<file path="config.mk">
export PLATFORM = sky130hd
export DESIGN_NAME = board_loader
export DESIGN_NICKNAME = d
export VERILOG_FILES = /design/src/chess_pkg.sv /design/src/bus_pkg.sv /design/src/board_loader.sv
export VERILOG_INCLUDE_DIRS = /design/src
export SDC_FILE = /design/constraint.sdc
export NUM_CORES = 1
export LEC_CHECK = 0
export ABC_AREA = 0
export ABC_CLOCK_PERIOD_IN_PS = 2200
export BUFFER_PORTS_ARGS = -buffer_cell sky130_fd_sc_hd__buf_4
export CELL_PAD_IN_SITES_DETAIL_PLACEMENT = 1
export CELL_PAD_IN_SITES_GLOBAL_PLACEMENT = 1
export CORE_MARGIN = 2
export CORE_UTILIZATION = 25
export CTS_BUF_LIST = sky130_fd_sc_hd__clkbuf_16
export DETAILED_ROUTE_END_ITERATION = 8
export HOLD_SLACK_MARGIN = 0.15
export PLACE_DENSITY_LB_ADDON = 0.1
export SKIP_LAST_GASP = 1
export SYNTH_ARGS = -nofsm -noshare
export SYNTH_HDL_FRONTEND = slang
export SYNTH_SLANG_ARGS = --single-unit
</file>
<file path="constraint.sdc">
create_clock -name clk -period 2.2 [get_ports clk]
set_input_delay 0.33 -clock clk [delete_from_list [all_inputs] [get_ports clk]]
set_output_delay 0.33 -clock clk [all_outputs]
set_load 0.01 [all_outputs]
</file>
<file path="src/move_gen_defines.svh">
`ifndef MOVE_GEN_DEFINES_SVH
`define MOVE_GEN_DEFINES_SVH

// AXI4-Lite bus widths
`define MG_ADDR_W 12
`define MG_DATA_W 32

// board squares sit at 4*n below this address, control registers from here up
`define MG_CTRL_BASE 12'h100

// squares on the board, one cell each
`define MG_BOARD_SQUARES 64

// cycles spent moving sliders along their rays, longest ray is 7 squares
`define MG_PROP_CYCLES 8

`endif

</file>
<file path="src/chess_pkg.sv">
package chess_pkg;

	typedef enum logic [2:0] {
		P_EMPTY, P_PAWN, P_KNIGHT, P_BISHOP, P_ROOK, P_QUEEN, P_KING, P_UNUSED
	} piece_e;

	typedef enum logic {
		C_WHITE = 1'b0,
		C_BLACK = 1'b1
	} colour_e;

	// piece code as written by the host
	typedef struct packed {
		colour_e colour;
		piece_e  piece;
	} square_t;

	// what travels between cells, colour is implied white
	typedef struct packed {
		logic [5:0] origin;
		piece_e     piece;
	} link_t;

	// direction of travel of an incoming link, knight jumps in the upper half
	typedef enum logic [3:0] {
		D_UL, D_U, D_UR, D_L, D_R, D_DL, D_D, D_DR,
		D_N_UUL, D_N_UUR, D_N_ULL, D_N_URR, D_N_DLL, D_N_DRR, D_N_DDL, D_N_DDR
	} dir_e;

	typedef struct packed {
		logic invalid;
		logic promote;
		logic pawn;
		logic pawn_double;
		logic en_passant;
		logic castle;
		logic capture;
	} move_flags_t;

	// square index is column*8 + row
	typedef struct packed {
		move_flags_t flags;
		logic [5:0]  from_sq;
		logic [5:0]  to_sq;
	} move_t;

	typedef enum logic [2:0] {
		RUN_IDLE, RUN_LOAD, RUN_GENERATE, RUN_PROPAGATE, RUN_KNIGHT, RUN_SCAN, RUN_DONE
	} run_state_e;

endpackage

</file>
<file path="src/bus_pkg.sv">
package bus_pkg;

`include "move_gen_defines.svh"

	typedef enum logic [1:0] {
		RESP_OKAY   = 2'b00,
		RESP_SLVERR = 2'b10
	} axi_resp_e;

	typedef enum logic [2:0] {
		REG_BOARD, REG_CTRL, REG_STATUS, REG_MOVE, REG_NONE
	} reg_sel_e;

	// word aligned decode, the board fills everything below the control base
	function automatic reg_sel_e reg_decode(input logic [`MG_ADDR_W-1:0] addr);
		reg_sel_e sel;
		if (addr[1:0] != 2'b00)
			sel = REG_NONE;
		else if (addr < `MG_CTRL_BASE)
			sel = REG_BOARD;
		else if (addr == `MG_CTRL_BASE)
			sel = REG_CTRL;
		else if (addr == `MG_CTRL_BASE + 12'h004)
			sel = REG_STATUS;
		else if (addr == `MG_CTRL_BASE + 12'h008)
			sel = REG_MOVE;
		else
			sel = REG_NONE;
		return sel;
	endfunction

endpackage

</file>
<file path="src/board_loader.sv">
`timescale 1ns/1ns
`include "move_gen_defines.svh"

module board_loader (
	input  logic                                       clk,
	input  logic                                       arst_n,
	input  logic [`MG_ADDR_W-1:0]                      awaddr,
	input  logic                                       awvalid,
	output logic                                       awready,
	input  logic [`MG_DATA_W-1:0]                      wdata,
	input  logic                                       wvalid,
	output logic                                       wready,
	output bus_pkg::axi_resp_e                         bresp,
	output logic                                       bvalid,
	input  logic                                       bready,
	output chess_pkg::square_t [`MG_BOARD_SQUARES-1:0] board,
	output logic                                       start
);
	import bus_pkg::*;

	localparam int SQ_W = $clog2(`MG_BOARD_SQUARES);

	logic     wr_rdy;
	logic     wr_hs;
	reg_sel_e wr_sel;

	// address and data are taken together
	assign awready = wr_rdy;
	assign wready = wr_rdy;
	assign wr_hs = awvalid && wvalid && wr_rdy;
	assign wr_sel = reg_decode(awaddr);

	always_ff @(posedge clk or negedge arst_n) begin
		if (!arst_n) begin
			wr_rdy <= 1'b0;
			bvalid <= 1'b0;
			start <= 1'b0;
		end else begin
			start <= wr_hs && (wr_sel == REG_CTRL) && wdata[0];
			if (wr_hs) begin
				wr_rdy <= 1'b0;
				bvalid <= 1'b1;
			end else if (bvalid && bready) begin
				wr_rdy <= 1'b1;
				bvalid <= 1'b0;
			end else if (!bvalid) begin
				wr_rdy <= 1'b1;
			end
		end
	end

	always_ff @(posedge clk) begin
		if (wr_hs) begin
			// only board and ctrl are writable
			if (wr_sel == REG_BOARD || wr_sel == REG_CTRL)
				bresp <= RESP_OKAY;
			else
				bresp <= RESP_SLVERR;
		end
	end

	// the grid snapshots this at start, so late writes wait for the next run
	always_ff @(posedge clk) begin
		if (wr_hs && wr_sel == REG_BOARD)
			board[awaddr[SQ_W+1:2]] <= wdata[3:0];
	end

endmodule

</file>
==> impl_metrics.tcl <==
set metrics [dict create \
    fmax_mhz 501 \
    cts.sinks 260 \
    synth_fp_nets 425 \
    cap_violations 0 \
    ir_worst_vdd_uv 579 \
    totalPowerFinal_w 0.0103 \
    ff2ff_setup_slack_ns 0.29 \
    gp_congestion 0.721 \
    wl_um 25000 \
    drv_slew 0 \
    cts.clk_slew.worst_paths_ns 0.06 \
    syn_area_mm2 0.00839 \
    required_ns 2.47 \
    worstSetupPathType "input pin to register" \
    core_mm2 0.0333 \
    cts_made_buffers 28 \
    initial_core_util_pct 25.2 \
    root_buffer "clkbuf_16" \
    drtIter0Drc 195 \
    overflow 0 \
    vias_per_cell 4.01 \
    post_cts_buffers 0 \
    htreeDepth 1 \
    synth_xor_area_share_pct 0 \
    placed_cell_area_mm2 0.0114 \
    switching_share_pct 20.2 \
    final_util_pct 37.2 \
    clock_skew_ns 0.0272 \
    layout.nets 780 \
    seqPwrFrac_pct 53.1 \
    period_minus_slack_ns 2.00 \
    clkPwrFrac_pct 44.8 \
    critPathLaunchType "input pin" \
    die_w_um 187 \
    dpl_worst_slack_ns 0.0304 \
    area_delta_synth_final_pct 47.4 \
    grt_pass1_wl_um 37000 \
    crit_path_end_kind "register" \
    ys_ff_latch 260 \
    die_h_um 187 \
    ios 311 \
    vias 4812 \
    final_common_cell "buf_4" \
    synthCells 376 \
    synth-seq-area-share_pct 92.8 \
    synth_top_area_share_pct 91.9 \
    hold_viol 0 \
    clock_path_buffers 3 \
    synth_mux_area_share_pct 0 \
    dp_hpwl_um 16600 \
    pwr-share-comb_pct 2.1 \
    hold_path.class "input pin to register" \
    rsz0062_at_grt "no" \
    final.setup.tns_ns 0 \
    cts_tree "built" \
    dr.pass1.iters 4 \
    drtAntennaViolNets 0 \
    regArea_mm2 0.00779 \
    wl_met2_um 12400 \
    final_cell_mix "buf_4, edfxtp_1, nor2_1" \
    crit_fanout 6 \
    diodes 0 \
    yosysWarnings 0 \
    outcome "finished clean" \
    wl_met3_um 2170 \
    fillers 3405 \
    period_share_pct 90.8 \
    p_per_area_mw_per_mm2 829 \
    grt_usage_pct 14.1 \
    synth_top_area_cell "edfxtp_1" \
    rows 67 \
    io_buffer_count 281 \
    antenna_found_initial 0 \
    grt_pass1_vias 5486 \
    relSlewSlack_pct 46.1 \
    synth_top_family_by_area "simple AND/OR/NAND/NOR gates" \
    drive_gt1_share_pct 51.5 \
    syn_avg_cell_area_um2 22.3 \
    dieArea_mm2 0.0351 \
    finalWorstSetupSlack_ns 0.203 \
    p_leak_nw 4.53 \
    drt-wirelength-per-cell_um 20.8 \
    setup-violations-final 0 \
    ys_top_cells_by_area "edfxtp_1, nor3_1, nor2_1, dfrtp_1, nand4_1" \
    drc 0 \
    multi_input_area_um2 531 \
    drt-met1-wl_um 10100 \
    synth_simple_gate_area_share_pct 6.10 \
    top_layer "met4" \
    synth-adder-area-share_pct 0 \
    switching_power_w 0.00207 \
    arrival_ns 2.26 \
    synth_cell_type_count 25 \
    clk_latency_ns 0.54 \
    grt_max_degree 65 \
    synth_compound_area_share_pct 0.0894 \
    final_area_mm2 0.0124 \
    internal_power_w 0.00819 \
    tightest_slew_ns 0.808 \
]
## metal layers
metal  vias up  track usage, %
met4         0            3.14
met3        24            5.01
met1      2428            17.1
met2       179            24.2
li1       2181               -
met5         -               0
## metrics by stage
| step | instances | hold slack, ns |
|---|---|---|
| after floorplan | 376 | 0.0344 |
| after global placement | 1144 | 0.120 |
| after detailed placement | 1144 | 0.124 |
| after CTS | 1200 | 0.172 |
| after global routing | 1200 | 0.192 |
| final | 1200 | 0.200 |
## cell type report
| class | instances | area share [%] |
|---|---|---|
| multi-input combinational | 102 | 4.29 |
| inverter | 1 | 0.0303 |
| timing repair buffer | 338 | 20.7 |
| sequential | 260 | 63.0 |
| tap | 448 | 4.53 |
| clock inverter | 23 | 1.76 |
| clock buffer | 28 | 5.67 |
## worst max-delay path, stage by stage
cell	delay, ns
dlygate4sd3_1	0.55
buf_4	0.15
nor4_2	0.25
buf_4	0.19
nand2b_2	0.16
buf_4	0.21
nor3_1	0.23
buf_4	0.19
## worst paths after layout
kind / from / endpoint / depth (start not counted)
max in group asynchronous: arst_n / bvalid$_DFFE_PN0P_ / 3
min in group asynchronous: arst_n / awready$_DFFE_PN0P_ / 3
hold reg to reg: bvalid$_DFFE_PN0P_ / bvalid$_DFFE_PN0P_ / 2
setup / recovery: awaddr[8] / board[61]$_DFFE_PP_ / 8
setup reg to reg: awready$_DFFE_PN0P_ / board[103]$_DFFE_PP_ / 4
hold / removal: awaddr[11] / bresp[1]$_DFFE_PP_ / 4
## synthesized netlist by cell type
cell type and count:
a21o_1 1, and3_1 2, and3b_1 2, buf_2 2, buf_4 2, buf_6 2
clkbuf_1 7, conb_1 1, dfrtp_1 3, edfxtp_1 257, inv_1 1, nand2_1 4
nand2b_1 3, nand3_1 4, nand3b_1 3, nand4_1 5, nor2_1 36, nor3_1 33
nor3_2 1, nor3b_1 1, nor4_1 2, nor4_2 1, or3_4 1, or3b_2 1
or4_4 1
## power by group through the flow
stage	combinational (W)	sequential (W)	clock [W]
after floorplan	0.0000468	0.00555	0
after global placement	0.000221	0.00555	0
final	0.000217	0.00545	0.00459
after global routing	0.000244	0.00544	0.00494
after CTS	0.000231	0.00545	0.00472
after detailed placement	0.000224	0.00555	0
## flip-flops by register name, indices dropped and copies added (netlist names)
register and cells:
board 256, awready 1, bvalid 1, bresp 1, start 1
## cells by family (layout without fill, tap and decap cells)
logic type / count (synthesis) / count (layout)
flip-flops: 260 / 260
buffers and inverters: 14 / 390
AND/OR/NAND/NOR: 100 / 100
AO/OA/AOI/OAI: 1 / 1
other: 1 / 1
## what timing repair did
action	in CTS	in global routing
endpoints found under the setup margin	0	44
gates resized for setup	0	2
hold buffers	5	0
hold endpoints to repair	7	0
(Power assumes the default switching activity.)
