$ cat src/move_gen_defines.svh
`ifndef MOVE_GEN_DEFINES_SVH
`define MOVE_GEN_DEFINES_SVH

// AXI4-Lite bus widths
`define MG_ADDR_W 12
`define MG_DATA_W 32

// board squares sit at 4*n below this address, control registers from here up
`define MG_CTRL_BASE 12'h100

// squares on the board, one cell each
`define MG_BOARD_SQUARES 64

// cycles spent moving sliders along their rays, longest ray is 7 squares
`define MG_PROP_CYCLES 8

`endif

$ cat src/chess_pkg.sv
package chess_pkg;

	typedef enum logic [2:0] {
		P_EMPTY, P_PAWN, P_KNIGHT, P_BISHOP, P_ROOK, P_QUEEN, P_KING, P_UNUSED
	} piece_e;

	typedef enum logic {
		C_WHITE = 1'b0,
		C_BLACK = 1'b1
	} colour_e;

	// piece code as written by the host
	typedef struct packed {
		colour_e colour;
		piece_e  piece;
	} square_t;

	// what travels between cells, colour is implied white
	typedef struct packed {
		logic [5:0] origin;
		piece_e     piece;
	} link_t;

	// direction of travel of an incoming link, knight jumps in the upper half
	typedef enum logic [3:0] {
		D_UL, D_U, D_UR, D_L, D_R, D_DL, D_D, D_DR,
		D_N_UUL, D_N_UUR, D_N_ULL, D_N_URR, D_N_DLL, D_N_DRR, D_N_DDL, D_N_DDR
	} dir_e;

	typedef struct packed {
		logic invalid;
		logic promote;
		logic pawn;
		logic pawn_double;
		logic en_passant;
		logic castle;
		logic capture;
	} move_flags_t;

	// square index is column*8 + row
	typedef struct packed {
		move_flags_t flags;
		logic [5:0]  from_sq;
		logic [5:0]  to_sq;
	} move_t;

	typedef enum logic [2:0] {
		RUN_IDLE, RUN_LOAD, RUN_GENERATE, RUN_PROPAGATE, RUN_KNIGHT, RUN_SCAN, RUN_DONE
	} run_state_e;

endpackage

$ cat src/bus_pkg.sv
package bus_pkg;

`include "move_gen_defines.svh"

	typedef enum logic [1:0] {
		RESP_OKAY   = 2'b00,
		RESP_SLVERR = 2'b10
	} axi_resp_e;

	typedef enum logic [2:0] {
		REG_BOARD, REG_CTRL, REG_STATUS, REG_MOVE, REG_NONE
	} reg_sel_e;

	// word aligned decode, the board fills everything below the control base
	function automatic reg_sel_e reg_decode(input logic [`MG_ADDR_W-1:0] addr);
		reg_sel_e sel;
		if (addr[1:0] != 2'b00)
			sel = REG_NONE;
		else if (addr < `MG_CTRL_BASE)
			sel = REG_BOARD;
		else if (addr == `MG_CTRL_BASE)
			sel = REG_CTRL;
		else if (addr == `MG_CTRL_BASE + 12'h004)
			sel = REG_STATUS;
		else if (addr == `MG_CTRL_BASE + 12'h008)
			sel = REG_MOVE;
		else
			sel = REG_NONE;
		return sel;
	endfunction

endpackage

$ cat src/move_if.sv
`timescale 1ns/1ns

interface move_if;
	import chess_pkg::*;

	logic  move_valid;
	move_t move;
	logic  move_ready;
	// run status seen by the status register
	logic  busy;
	logic  done;

	modport grid (
		output move_valid, move, busy, done,
		input  move_ready
	);

	modport collector (
		input  move_valid, move, busy, done,
		output move_ready
	);

endinterface

$ cat src/move_collector.sv
`timescale 1ns/1ns
`include "move_gen_defines.svh"

module move_collector (
	input  logic                  clk,
	input  logic                  arst_n,
	input  logic [`MG_ADDR_W-1:0] araddr,
	input  logic                  arvalid,
	output logic                  arready,
	output logic [`MG_DATA_W-1:0] rdata,
	output bus_pkg::axi_resp_e    rresp,
	output logic                  rvalid,
	input  logic                  rready,
	move_if.collector             mv
);
	import bus_pkg::*;
	import chess_pkg::*;

	localparam int DW = `MG_DATA_W;
	// returned when the grid has nothing to offer
	localparam move_t MOVE_NONE = '{flags: 7'b100_0000, from_sq: 6'd0, to_sq: 6'd0};

	logic     rd_hs;
	reg_sel_e rd_sel;

	assign rd_hs = arvalid && arready;
	assign rd_sel = reg_decode(araddr);
	// pops the grid in the same cycle the read is accepted
	assign mv.move_ready = rd_hs && (rd_sel == REG_MOVE);

	always_ff @(posedge clk or negedge arst_n) begin
		if (!arst_n) begin
			arready <= 1'b0;
			rvalid <= 1'b0;
		end else if (rd_hs) begin
			arready <= 1'b0;
			rvalid <= 1'b1;
		end else if (rvalid && rready) begin
			arready <= 1'b1;
			rvalid <= 1'b0;
		end else if (!rvalid) begin
			arready <= 1'b1;
		end
	end

	always_ff @(posedge clk) begin
		if (rd_hs) begin
			case (rd_sel)
				REG_STATUS: begin
					rdata <= DW'({mv.done, mv.busy});
					rresp <= RESP_OKAY;
				end
				REG_MOVE: begin
					rdata <= mv.move_valid ? DW'(mv.move) : DW'(MOVE_NONE);
					rresp <= RESP_OKAY;
				end
				default: begin
					rdata <= '0;
					rresp <= RESP_SLVERR;
				end
			endcase
		end
	end

endmodule

$ cat src/flat_wrapper.sv
// flat-port wrapper written by rule: the top's interface ports become plain ports
module move_collector_flat import bus_pkg::*; import chess_pkg::*;
  (clk, arst_n, araddr, arvalid, arready, rdata, rresp, rvalid, rready, mv_move_valid, mv_move, mv_busy, mv_done, mv_move_ready);
  move_if mv_i ();
  input  logic clk;
  input  logic arst_n;
  input  logic [`MG_ADDR_W-1:0] araddr;
  input  logic arvalid;
  output logic arready;
  output logic [`MG_DATA_W-1:0] rdata;
  output bus_pkg::axi_resp_e rresp;
  output logic rvalid;
  input  logic rready;
  input wire logic [$bits(mv_i.move_valid)-1:0] mv_move_valid;
  input wire logic [$bits(mv_i.move)-1:0] mv_move;
  input wire logic [$bits(mv_i.busy)-1:0] mv_busy;
  input wire logic [$bits(mv_i.done)-1:0] mv_done;
  output wire logic [$bits(mv_i.move_ready)-1:0] mv_move_ready;
  assign mv_i.move_valid = mv_move_valid;
  assign mv_i.move = mv_move;
  assign mv_i.busy = mv_busy;
  assign mv_i.done = mv_done;
  assign mv_move_ready = mv_i.move_ready;
  move_collector u_core (.clk(clk), .arst_n(arst_n), .araddr(araddr), .arvalid(arvalid), .arready(arready), .rdata(rdata), .rresp(rresp), .rvalid(rvalid), .rready(rready), .mv(mv_i));
endmodule
$ cat config.mk
export PLATFORM = sky130hd
export DESIGN_NAME = move_collector_flat
export DESIGN_NICKNAME = d
export VERILOG_FILES = /design/src/chess_pkg.sv /design/src/bus_pkg.sv /design/src/move_if.sv /design/src/move_collector.sv /design/src/flat_wrapper.sv
export VERILOG_INCLUDE_DIRS = /design/src
export SDC_FILE = /design/constraint.sdc
export NUM_CORES = 1
export LEC_CHECK = 0
export ABC_AREA = 1
export BUFFER_PORTS_ARGS = -buffer_cell sky130_fd_sc_hd__buf_2
export CAP_MARGIN = 0
export CELL_PAD_IN_SITES_DETAIL_PLACEMENT = 1
export CELL_PAD_IN_SITES_GLOBAL_PLACEMENT = 2
export CORE_MARGIN = 2
export CORE_UTILIZATION = 20
export CTS_CLUSTER_SIZE = 8
export DETAILED_ROUTE_END_ITERATION = 10
export GPL_TIMING_DRIVEN = 0
export PLACE_DENSITY = 0.75
export SYNTH_ARGS = -nofsm -noshare
export SYNTH_HDL_FRONTEND = slang
export SYNTH_SLANG_ARGS = --single-unit
export TNS_END_PERCENT = 20
$ cat constraint.sdc
create_clock -name clk -period 1.2 [get_ports clk]
set_input_delay 0.24 -clock clk [delete_from_list [all_inputs] [get_ports clk]]
set_output_delay 0.24 -clock clk [all_outputs]
set_load 0.005 [all_outputs]
==> Implementation_results.wiki, run 1 <==
{| class="wikitable"
! Metric !! Value
|-
| Mux cell area share after synthesis || 0%
|-
| Net count of the finished layout || 228
|-
| Total standard cell area after synthesis || 1110 µm²
|-
| DP Wirelength || 1900 µm
|-
| Final Hold Vio Count || 0
|-
| Num CTS Buffers || 3
|-
| Clock tree from TritonCTS || done
|-
| Share of layout cells above drive strength 1 || 56.6%
|-
| I/O pins || 75
|-
| Global placement routability congestion || 0.622
|-
| Max-cap check violation count || 0
|-
| Number of detailed-route iterations in the first pass || 3
|-
| Multi-input logic area || 305 µm²
|-
| Layout area overhead || 51.1%
|-
| Post-detailed-placement cell area || 1550 µm²
|-
| Deepest clock path buffer count || 2
|-
| Largest cells by area after synthesis || sky130_fd_sc_hd__edfxtp_1, sky130_fd_sc_hd__inv_1, sky130_fd_sc_hd__buf_4, sky130_fd_sc_hd__nor2_2, sky130_fd_sc_hd__dfrtp_1
|-
| Yosys top cell by area || sky130_fd_sc_hd__edfxtp_1
|-
| Xor/xnor cell area share of the yosys netlist || 0%
|-
| Number of clock sinks || 22
|-
| H-Tree Depth || 1
|-
| Max Transition Viols Final || 0
|-
| Maximum resistive drop on vdd || 323 µV
|-
| Reg2Reg Setup Slack || 0.11 ns
|-
| Sum of overflow across all layers after global routing || 0
|-
| Arrival time reported for the critical path endpoint || 0.98 ns
|-
| Crit Path Class || in -> out
|-
| Hold Path Depth || 4
|-
| Area of all placed cells without fillers || 1670 µm²
|-
| Sequential share of the synthesized area || 58.8%
|-
| Synthesized area per cell || 10.2 µm²
|-
| Most frequent cells in the layout || sky130_fd_sc_hd__buf_2, sky130_fd_sc_hd__inv_1, sky130_fd_sc_hd__edfxtp_1
|-
| Sort of element at the start of the critical path || input pin
|-
| CP Max Fanout || 2
|-
| Detailed-route vias per instance || 3.43
|-
| Worst hold path class || in -> reg
|-
| Starting utilization of the core area || 20.4%
|-
| Data required time of the critical path || 0.96 ns
|-
| Endpoints failing setup || 1
|-
| Most used flip-flop cell after synthesis || sky130_fd_sc_hd__edfxtp_1
|-
| Vias in the first global route || 841
|-
| Dominant combinational cell family by area after synthesis || buffers and inverters
|-
| Clock latency on the worst-skew pair || 0.25 ns
|-
| Routed WL per cell || 9.12 µm
|-
| CTS clock-pin slew for the worst setup and hold paths || 0.07 ns
|-
| Setup crit end kind || output port
|-
| Placeable core region || 5440 µm²
|-
| Final worst-path cycle share || 101%
|-
| Site Rows || 27
|-
| Worst path setup slack after routing || -0.0161 ns
|-
| Unrepaired setup endpoints after global routing || true
|-
| Overall die width || 78.4 µm
|-
| Total negative setup slack || -0.0161 ns
|-
| Worst-case reg-to-reg path depth || 2
|-
| Final total power || 1.61 mW
|-
| Power per standard cell area || 962 nW/µm²
|-
| Total of buffers placed on input and output ports || 60
|-
| DRC violation count after routing || 0
|-
| Failing checks || setup timing
|-
| Maximum clock rate || 822 MHz
|-
| Number of enable flip-flop cells after synthesis || 20
|-
| Via total after detailed routing || 894
|-
| Synth cell types || 17
|-
| Gate count after technology mapping || 109
|-
| Fraction of the mapped netlist area in adder cells || 0%
|-
| WL final || 2380 µm
|-
| Count of state elements after synthesis || 22
|-
| Synth warnings || 0
|-
| Leakage power summed over all cells || 0.860 nW
|-
| First-pass GRT wire length || 3700 µm
|-
| Fill cell instance count of the final layout || 658
|-
| Die footprint || 6150 µm²
|-
| Run status || finished, violations left
|-
| Sequential standard cell area || 651 µm²
|-
| Compound-gate portion of the synthesized area || 0.904%
|-
| Height of the chip || 78.4 µm
|-
| DR iter-0 viols || 17
|-
| GR Util All Layers || 7.75%
|-
| Min Clock Period, post-route || 1.22 ns
|-
| Initial antenna violation count || 0
|-
| CTS Root Buffer Type || sky130_fd_sc_hd__clkbuf_8
|-
| Synth Area in Simple Gates || 19.7%
|-
| Commonest non-fill, non-tap cell in the layout || sky130_fd_sc_hd__buf_2
|-
| Synth top area share || 54.2%
|-
| Post-detailed-route count of antenna-violating nets || 0
|-
| Worst Skew || 0.00109 ns
|-
| Share of flip-flops with an asynchronous set or reset after synthesis || 9.09%
|-
| Number of antenna repair diodes || 0
|-
| Maximum number of pins on one net before global-route repair || 13
|}
==> what timing repair did <==
action	4_1_cts	5_1_grt
pin swaps	2	9
hold buffers	1	0
endpoints found under the setup margin	21	11
cloned	1	0
gates resized for setup	7	13
setup buffers	1	0
hold endpoints to repair	2	0
==> Yosys cell counts, types with 2 or more instances <==
| library cell | instances |
|---|---|
| sky130_fd_sc_hd__inv_1 | 29 |
| sky130_fd_sc_hd__edfxtp_1 | 20 |
| sky130_fd_sc_hd__buf_4 | 14 |
| sky130_fd_sc_hd__nand2_1 | 12 |
| sky130_fd_sc_hd__nor2_1 | 10 |
| sky130_fd_sc_hd__nor2_2 | 9 |
| sky130_fd_sc_hd__dfrtp_1 | 2 |
| sky130_fd_sc_hd__nand3_1 | 2 |
| sky130_fd_sc_hd__nand4_1 | 2 |
| sky130_fd_sc_hd__nor2_4 | 2 |
==> metrics by stage <==
step | std cells | setup slack, ns | hold WS, ns | util [%]
finish | 261 | -0.0161 | 0.236 | 30.8
global route | 261 | -0.0892 | 0.265 | 30.8
CTS | 261 | -0.0628 | 0.236 | 30.2
detailed placement | 254 | -0.208 | 0.0292 | 28.5
global placement | 254 | -0.194 | 0.0284 | 28.5
floorplan | 122 | 0.0239 | -0.0556 | -
==> final timing paths <==
check / end / startpoint
worst min-delay path: u_core.rvalid$_DFFE_PN0P_ / rready
worst max register to register: u_core.rdata[15]$_DFFE_PP_ / u_core.arready$_DFFE_PN0P_
min in group asynchronous: u_core.arready$_DFFE_PN0P_ / arst_n
worst min register to register: u_core.rvalid$_DFFE_PN0P_ / u_core.rvalid$_DFFE_PN0P_
worst max-delay path: mv_move_ready / araddr[7]
max in group asynchronous: u_core.rvalid$_DFFE_PN0P_ / arst_n
==> where the power goes <==
group          leakage (nW)  internal (mW)  total [mW]  switching (mW)
clock network        0.0228          0.236       0.447           0.211
registers             0.218          0.888       0.904          0.0163
logic                 0.619          0.130       0.258           0.128
total                 0.860           1.25        1.61           0.356
==> per-layer routing <==
layer | track usage [%] | up-vias | share of wire, %
met5 | 0 | - | 0
met4 | 3.68 | 0 | 0.88
met3 | 2.07 | 2 | 11
met2 | 14.3 | 45 | 52
met1 | 8.12 | 389 | 37
li1 | - | 458 | -
==> registers in the layout, indices dropped and copies added (netlist names) <==
name / flops
u_core.arready: 1
u_core.rdata: 19
u_core.rresp: 1
u_core.rvalid: 1
==> worst max-delay path, stage by stage <==
cell                      delay, ns
sky130_fd_sc_hd__buf_2         0.10
sky130_fd_sc_hd__inv_2         0.03
sky130_fd_sc_hd__nand2_1       0.05
sky130_fd_sc_hd__nor2_2        0.11
sky130_fd_sc_hd__nand2_2       0.07
sky130_fd_sc_hd__nor2_4        0.10
sky130_fd_sc_hd__nand2_2       0.06
sky130_fd_sc_hd__nor2_1        0.10
sky130_fd_sc_hd__buf_2         0.12
==> cell families (layout without fill, tap and decap cells) <==
group | count (synthesis) | in the layout
buffers and inverters | 44 | 111
other | 1 | 14
flip-flops | 22 | 22
AO/OA/AOI/OAI | 2 | 2
AND/OR/NAND/NOR | 40 | 40
==> layout make-up <==
class | count | area share [%]
Sequential cell | 22 | 38.9
Timing Repair Buffer | 62 | 20.1
Multi-Input combinational cell | 56 | 18.2
Buffer | 15 | 7.48
Inverter | 29 | 6.73
Tap cell | 72 | 5.39
Clock buffer | 4 | 2.69
Timing Repair inverter | 1 | 0.449
(Power assumes the default switching activity.)
==> run 2: changes to the inputs <==
ABC_CLOCK_PERIOD_IN_PS = 1050   (was unset)
clock period = 1.05 ns   (was 1.2 ns; I/O delays follow)
==> run 2 against run 1 <==
The flow still finishes with violations (setup timing). First-iteration DRC count is 18% higher. Non-clock buffer count up 4. Design area is 5.4% higher. Register-to-register slack got worse by 0.21 ns. Worst hold slack got worse by 0.022 ns. Power is 21% higher. Via count is 3.7% higher. Sequential power increased by 14%. Largest power group unchanged. Highest routed layer unchanged.
==> Implementation_results.wiki, run 2 (synthesized netlist as in run 1, its figures left out) <==
{| class="wikitable"
! Metric !! Value
|-
| Number of clock sinks || 22
|-
| Max-cap check violation count || 0
|-
| Deepest clock path buffer count || 2
|-
| Crit path to || u_core.rdata[16]$_DFFE_PP_
|-
| Flip-flop count of the largest register, all copies and words added || 19
|-
| Height of the chip || 78.4 µm
|-
| Share of layout cells above drive strength 1 || 59.6%
|-
| Die footprint || 6150 µm²
|-
| Clock tree from TritonCTS || done
|-
| Final Hold Vio Count || 0
|-
| Fin util || 32.4%
|-
| Sum of overflow across all layers after global routing || 0
|-
| Setup crit end kind || flip-flop
|-
| Maximum number of pins on one net before global-route repair || 13
|-
| DRC violation count after routing || 0
|-
| Max Transition Viols Final || 0
|-
| Biggest register || u_core.rdata
|-
| CTS clock-pin slew for the worst setup and hold paths || 0.08 ns
|-
| Initial antenna violation count || 0
|-
| Number of antenna repair diodes || 0
|-
| Non-filler instance count after layout || 265
|-
| Net count of the finished layout || 232
|-
| Site Rows || 27
|-
| Number of detailed-route iterations in the first pass || 3
|-
| Slowest cell delay on critical path || 0.23 ns
|-
| Failing checks || setup timing
|-
| Beginning of the worst register-to-register path || u_core.arready$_DFFE_PN0P_
|-
| Num CTS Buffers || 3
|-
| Arrival time reported for the critical path endpoint || 1.19 ns
|-
| Reg2Reg Setup Slack || -0.10 ns
|-
| Worst Setup SP || araddr[2]
|-
| Run status || finished, violations left
|-
| Worst hold path class || in -> reg
|-
| Data required time of the critical path || 1.07 ns
|-
| Worst flop-to-flop path endpoint || u_core.rdata[10]$_DFFE_PP_
|-
| WL final || 2390 µm
|-
| Global placement routability congestion || 0.621
|-
| Endpoints failing setup || 33
|-
| Post-detailed-route count of antenna-violating nets || 0
|-
| Maximum clock rate || 855 MHz
|-
| CP Max Fanout || 8
|-
| Commonest non-fill, non-tap cell in the layout || sky130_fd_sc_hd__buf_2
|-
| Worst path setup slack after routing || -0.120 ns
|-
| DP Wirelength || 1870 µm
|-
| Vias in the first global route || 909
|-
| Min Clock Period, post-route || 1.17 ns
|-
| Post-detailed-placement cell area || 1550 µm²
|-
| Layout area overhead || 59.2%
|-
| First-pass GRT wire length || 3880 µm
|-
| GR Util All Layers || 7.93%
|-
| DR iter-0 viols || 20
|-
| Most numerous cell on the critical path || sky130_fd_sc_hd__buf_4
|-
| Total of buffers placed on input and output ports || 60
|-
| Ordered cell list for the critical path || buf_4 -> or2_1 -> nand3_2 -> nor2_4 -> buf_4 -> nand3_4 -> clkbuf_16 -> nor2_2
|-
| Placed cells || 254
|-
| Leakage power summed over all cells || 0.902 nW
|-
| Worst Skew || 0.00355 ns
|-
| Worst-path cell with the longest stage delay || sky130_fd_sc_hd__or2_1
|-
| Overall die width || 78.4 µm
|-
| CTS Root Buffer Type || sky130_fd_sc_hd__clkbuf_8
|-
| Starting utilization of the core area || 20.4%
|-
| Clock latency on the worst-skew pair || 0.26 ns
|-
| Power per standard cell area || 1100 nW/µm²
|-
| Crit Path Class || in -> reg
|-
| Via total after detailed routing || 927
|-
| Maximum resistive drop on vdd || 346 µV
|-
| Placeable core region || 5440 µm²
|-
| Final worst-path cycle share || 111%
|-
| Unrepaired setup endpoints after global routing || true
|-
| Detailed-route vias per instance || 3.50
|-
| Routed WL per cell || 9.03 µm
|-
| Sort of element at the start of the critical path || input pin
|-
| Worst-case reg-to-reg path depth || 3
|-
| I/O pins || 75
|-
| Area of all placed cells without fillers || 1760 µm²
|-
| Most frequent cells in the layout || sky130_fd_sc_hd__buf_2, sky130_fd_sc_hd__inv_1, sky130_fd_sc_hd__edfxtp_1
|-
| H-Tree Depth || 1
|}
## run 2: what timing repair did
item                                    in CTS  in global routing
endpoints found under the setup margin      31                 38
gates cloned                                 1                  1
buffers inserted                             2                  2
hold buffers                                 1                  0
pin swaps                                    2                  9
endpoints found under the hold margin        2                  0
resized for setup                            6                 19
## run 2: layout make-up
cell class                      instances  area [µm²]
Fill cell                             654        3680
Multi-Input combinational cell         56         310
Timing Repair inverter                  1        7.51
Inverter                               29         113
Clock buffer                            4        55.1
Buffer                                 15         125
Sequential cell                        22         651
Timing Repair Buffer                   66         412
Tap cell                               72        90.1
## run 2: how the worst min path moves through the flow
stage,start,endpoint,slack [ns],cells past startpoint
floorplan,arst_n,u_core.arready$_DFFE_PN0P_,-0.09,0
global placement,arst_n,u_core.arready$_DFFE_PN0P_,-0.002,1
detailed placement,arst_n,u_core.rvalid$_DFFE_PN0P_,-0.001,1
CTS,rready,u_core.rvalid$_DFFE_PN0P_,0.20,4
global route,rready,u_core.rvalid$_DFFE_PN0P_,0.24,4
finish,rready,u_core.rvalid$_DFFE_PN0P_,0.21,4
## run 2: critical path: cells and delay by family
family,cells,cell delay (ns)
and+or+nand+nor,5,0.52
buffers and inverters,3,0.46
## run 2: power by group
group,internal [mW],switching [mW]
Clock,0.333,0.257
Sequential,1.01,0.0171
Combinational,0.169,0.152
## run 2: through the flow
step | total power, mW | hold slack (ns) | TNS [ns] | worst slack (ns)
after CTS | 1.94 | 0.199 | -2.39 | -0.160
after global placement | 1.32 | -0.00168 | -8.51 | -0.281
after detailed placement | 1.32 | -0.00124 | -8.84 | -0.305
after global routing | 2.03 | 0.242 | -4.94 | -0.200
after floorplan | 1.18 | -0.0856 | -1.94 | -0.0726
final | 1.94 | 0.214 | -2.28 | -0.120
## run 2: layer usage
metal	global-route usage [%]	vias up	part of all wire (%)
li1	-	470	-
met1	8.86	413	38
met2	14.3	42	53
met3	1.72	2	8.0
met4	3.68	0	0.88
met5	0	-	0
==> run 3: changes to the inputs <==
ABC_CLOCK_PERIOD_IN_PS = 1000   (was 1050)
clock period = 1 ns   (was 1.05 ns; I/O delays follow)
==> run 3 against run 2 <==
The run still ends with setup timing left. Sequential share of layout area fell by 1.1 points. Clock power rose by 4.7%. Flip-flop and latch count did not move. Critical endpoint is now mv_move_ready. Power rose by 5.7%. Setup slack got worse by 0.043 ns. Die area did not move. Design area rose by 3.1%. Non-clock buffer count rose by 2. Count of clock-buffer cells in the layout did not move. First-iteration DRC count rose by 20%.
==> Implementation_results.wiki, run 3 (synthesized netlist as in run 1, its figures left out) <==
{| class="wikitable"
! Metric !! Value
|-
| Detailed-route vias per instance || 3.51
|-
| Layout area overhead || 64.2%
|-
| Deepest clock path buffer count || 2
|-
| Placeable core region || 5440 µm²
|-
| Min Clock Period, post-route || 1.16 ns
|-
| Data required time of the critical path || 0.80 ns
|-
| Final Hold Vio Count || 0
|-
| Multi-input logic area || 343 µm²
|-
| CP Max Fanout || 5
|-
| Via total after detailed routing || 937
|-
| Crit Path Class || reg -> out
|-
| Share of layout cells above drive strength 1 || 60.0%
|-
| Max Transition Viols Final || 0
|-
| Starting utilization of the core area || 20.4%
|-
| Ordered cell list for the critical path || nand2_4 -> nor2_2 -> buf_2
|-
| Beginning of the worst register-to-register path || u_core.arready$_DFFE_PN0P_
|-
| Number of antenna repair diodes || 0
|-
| Fill cell instance count of the final layout || 644
|-
| Crit path to || mv_move_ready
|-
| Post-detailed-route count of antenna-violating nets || 0
|-
| Number of detailed-route iterations in the first pass || 3
|-
| Sort of element at the start of the critical path || flip-flop
|-
| Final total power || 2.05 mW
|-
| Flip-flop count of the largest register, all copies and words added || 19
|-
| Area of all placed cells without fillers || 1820 µm²
|-
| Clock latency on the worst-skew pair || 0.25 ns
|-
| Routed WL per cell || 8.99 µm
|-
| Number of clock sinks || 22
|-
| H-Tree Depth || 1
|-
| Global placement routability congestion || 0.621
|-
| Most frequent cells in the layout || sky130_fd_sc_hd__buf_2, sky130_fd_sc_hd__inv_1, sky130_fd_sc_hd__edfxtp_1
|-
| Maximum resistive drop on vdd || 363 µV
|-
| Total negative setup slack || -2.92 ns
|-
| DP Wirelength || 1870 µm
|-
| Worst path setup slack after routing || -0.163 ns
|-
| Commonest non-fill, non-tap cell in the layout || sky130_fd_sc_hd__buf_2
|-
| Failing checks || setup timing
|-
| Biggest register || u_core.rdata
|-
| GR Util All Layers || 8.03%
|-
| Unrepaired setup endpoints after global routing || true
|-
| Num CTS Buffers || 3
|-
| I/O pins || 75
|-
| Fin util || 33.4%
|-
| Slowest cell delay on critical path || 0.39 ns
|-
| Total of buffers placed on input and output ports || 60
|-
| Post-detailed-placement cell area || 1550 µm²
|-
| Max-cap check violation count || 0
|-
| CTS Root Buffer Type || sky130_fd_sc_hd__clkbuf_8
|-
| Maximum number of pins on one net before global-route repair || 13
|-
| Final worst-path cycle share || 116%
|-
| Overall die width || 78.4 µm
|-
| Sum of overflow across all layers after global routing || 0
|-
| Worst-case reg-to-reg path depth || 3
|-
| Arrival time reported for the critical path endpoint || 0.96 ns
|-
| Reg2Reg Setup Slack || -0.14 ns
|-
| DRC violation count after routing || 0
|-
| Run status || finished, violations left
|-
| Initial antenna violation count || 0
|-
| Setup crit end kind || output port
|-
| WL final || 2400 µm
|-
| Leakage power summed over all cells || 0.915 nW
|-
| Net count of the finished layout || 234
|-
| Worst Skew || 0.00275 ns
|-
| Site Rows || 27
|-
| Worst-path cell with the longest stage delay || sky130_fd_sc_hd__dfrtp_1
|-
| Minimum setup slack after placement || -0.345 ns
|-
| Sequential standard cell area || 651 µm²
|-
| CTS clock-pin slew for the worst setup and hold paths || 0.07 ns
|-
| DR iter-0 viols || 24
|-
| Worst hold path class || in -> reg
|-
| Vias in the first global route || 921
|-
| Power per standard cell area || 1130 nW/µm²
|-
| Worst Setup SP || u_core.arready$_DFFE_PN0P_
|-
| Height of the chip || 78.4 µm
|-
| Maximum clock rate || 860 MHz
|-
| First-pass GRT wire length || 3930 µm
|-
| Die footprint || 6150 µm²
|-
| Endpoints failing setup || 36
|-
| Worst flop-to-flop path endpoint || u_core.rdata[10]$_DFFE_PP_
|-
| Clock tree from TritonCTS || done
|}
[run 3: cell types whose count changed in the layout (fill, tap and decap cells not counted), sizes merged]
cell | before | now
buf | 79 | 81
[run 3: metal layers]
layer / routed length (µm) / GRT usage, %
met2: 1300 / 14.5
met4: 21 / 3.68
met3: 191 / 1.72
met5: 0 / 0
met1: 890 / 9.00
[run 3: final cells by class]
class	count	share of cell area (%)
multi-input combinational	56	18.9
tap	72	4.96
sequential	22	35.8
clock buffer	4	3.03
timing repair inverter	1	0.413
inverter	29	6.19
buffer	15	6.88
timing repair buffer	68	23.9
[run 3: how the worst min path moves through the flow]
stage / cells past startpoint / from / slack, ns / endpoint
6_report: 4 / rready / 0.21 / u_core.rvalid$_DFFE_PN0P_
5_1_grt: 4 / rready / 0.24 / u_core.rvalid$_DFFE_PN0P_
4_1_cts: 4 / rready / 0.19 / u_core.rvalid$_DFFE_PN0P_
3_5_place_dp: 1 / arst_n / -0.01 / u_core.rvalid$_DFFE_PN0P_
3_3_place_gp: 1 / arst_n / -0.01 / u_core.arready$_DFFE_PN0P_
2_1_floorplan: 0 / arst_n / -0.1 / u_core.arready$_DFFE_PN0P_
[run 3: where the power goes]
part | switching (mW) | internal (mW)
sequential | 0.0173 | 1.06
combinational | 0.168 | 0.185
clock | 0.268 | 0.350
[run 3: timing repair]
| item | 4_1_cts | 5_1_grt |
|---|---|---|
| gates resized for setup | 14 | 20 |
| pin swaps | 8 | 6 |
| hold buffers | 1 | 0 |
| gates cloned | 1 | 1 |
| setup endpoints to repair | 31 | 41 |
| hold endpoints to repair | 2 | 0 |
| buffers inserted | 2 | 4 |
[run 3: through the flow]
stage,instances,hold WS (ns)
final,267,0.212
after global routing,267,0.238
after global placement,254,-0.0117
after CTS,262,0.189
after floorplan,122,-0.0956
after detailed placement,254,-0.0112
[run 3: worst max-delay path, delay by kind of cell, from the launching register on]
kind | cells | cell delay [ns]
buf+inv | 1 | 0.11
flops | 1 | 0.39
simple gates | 2 | 0.21
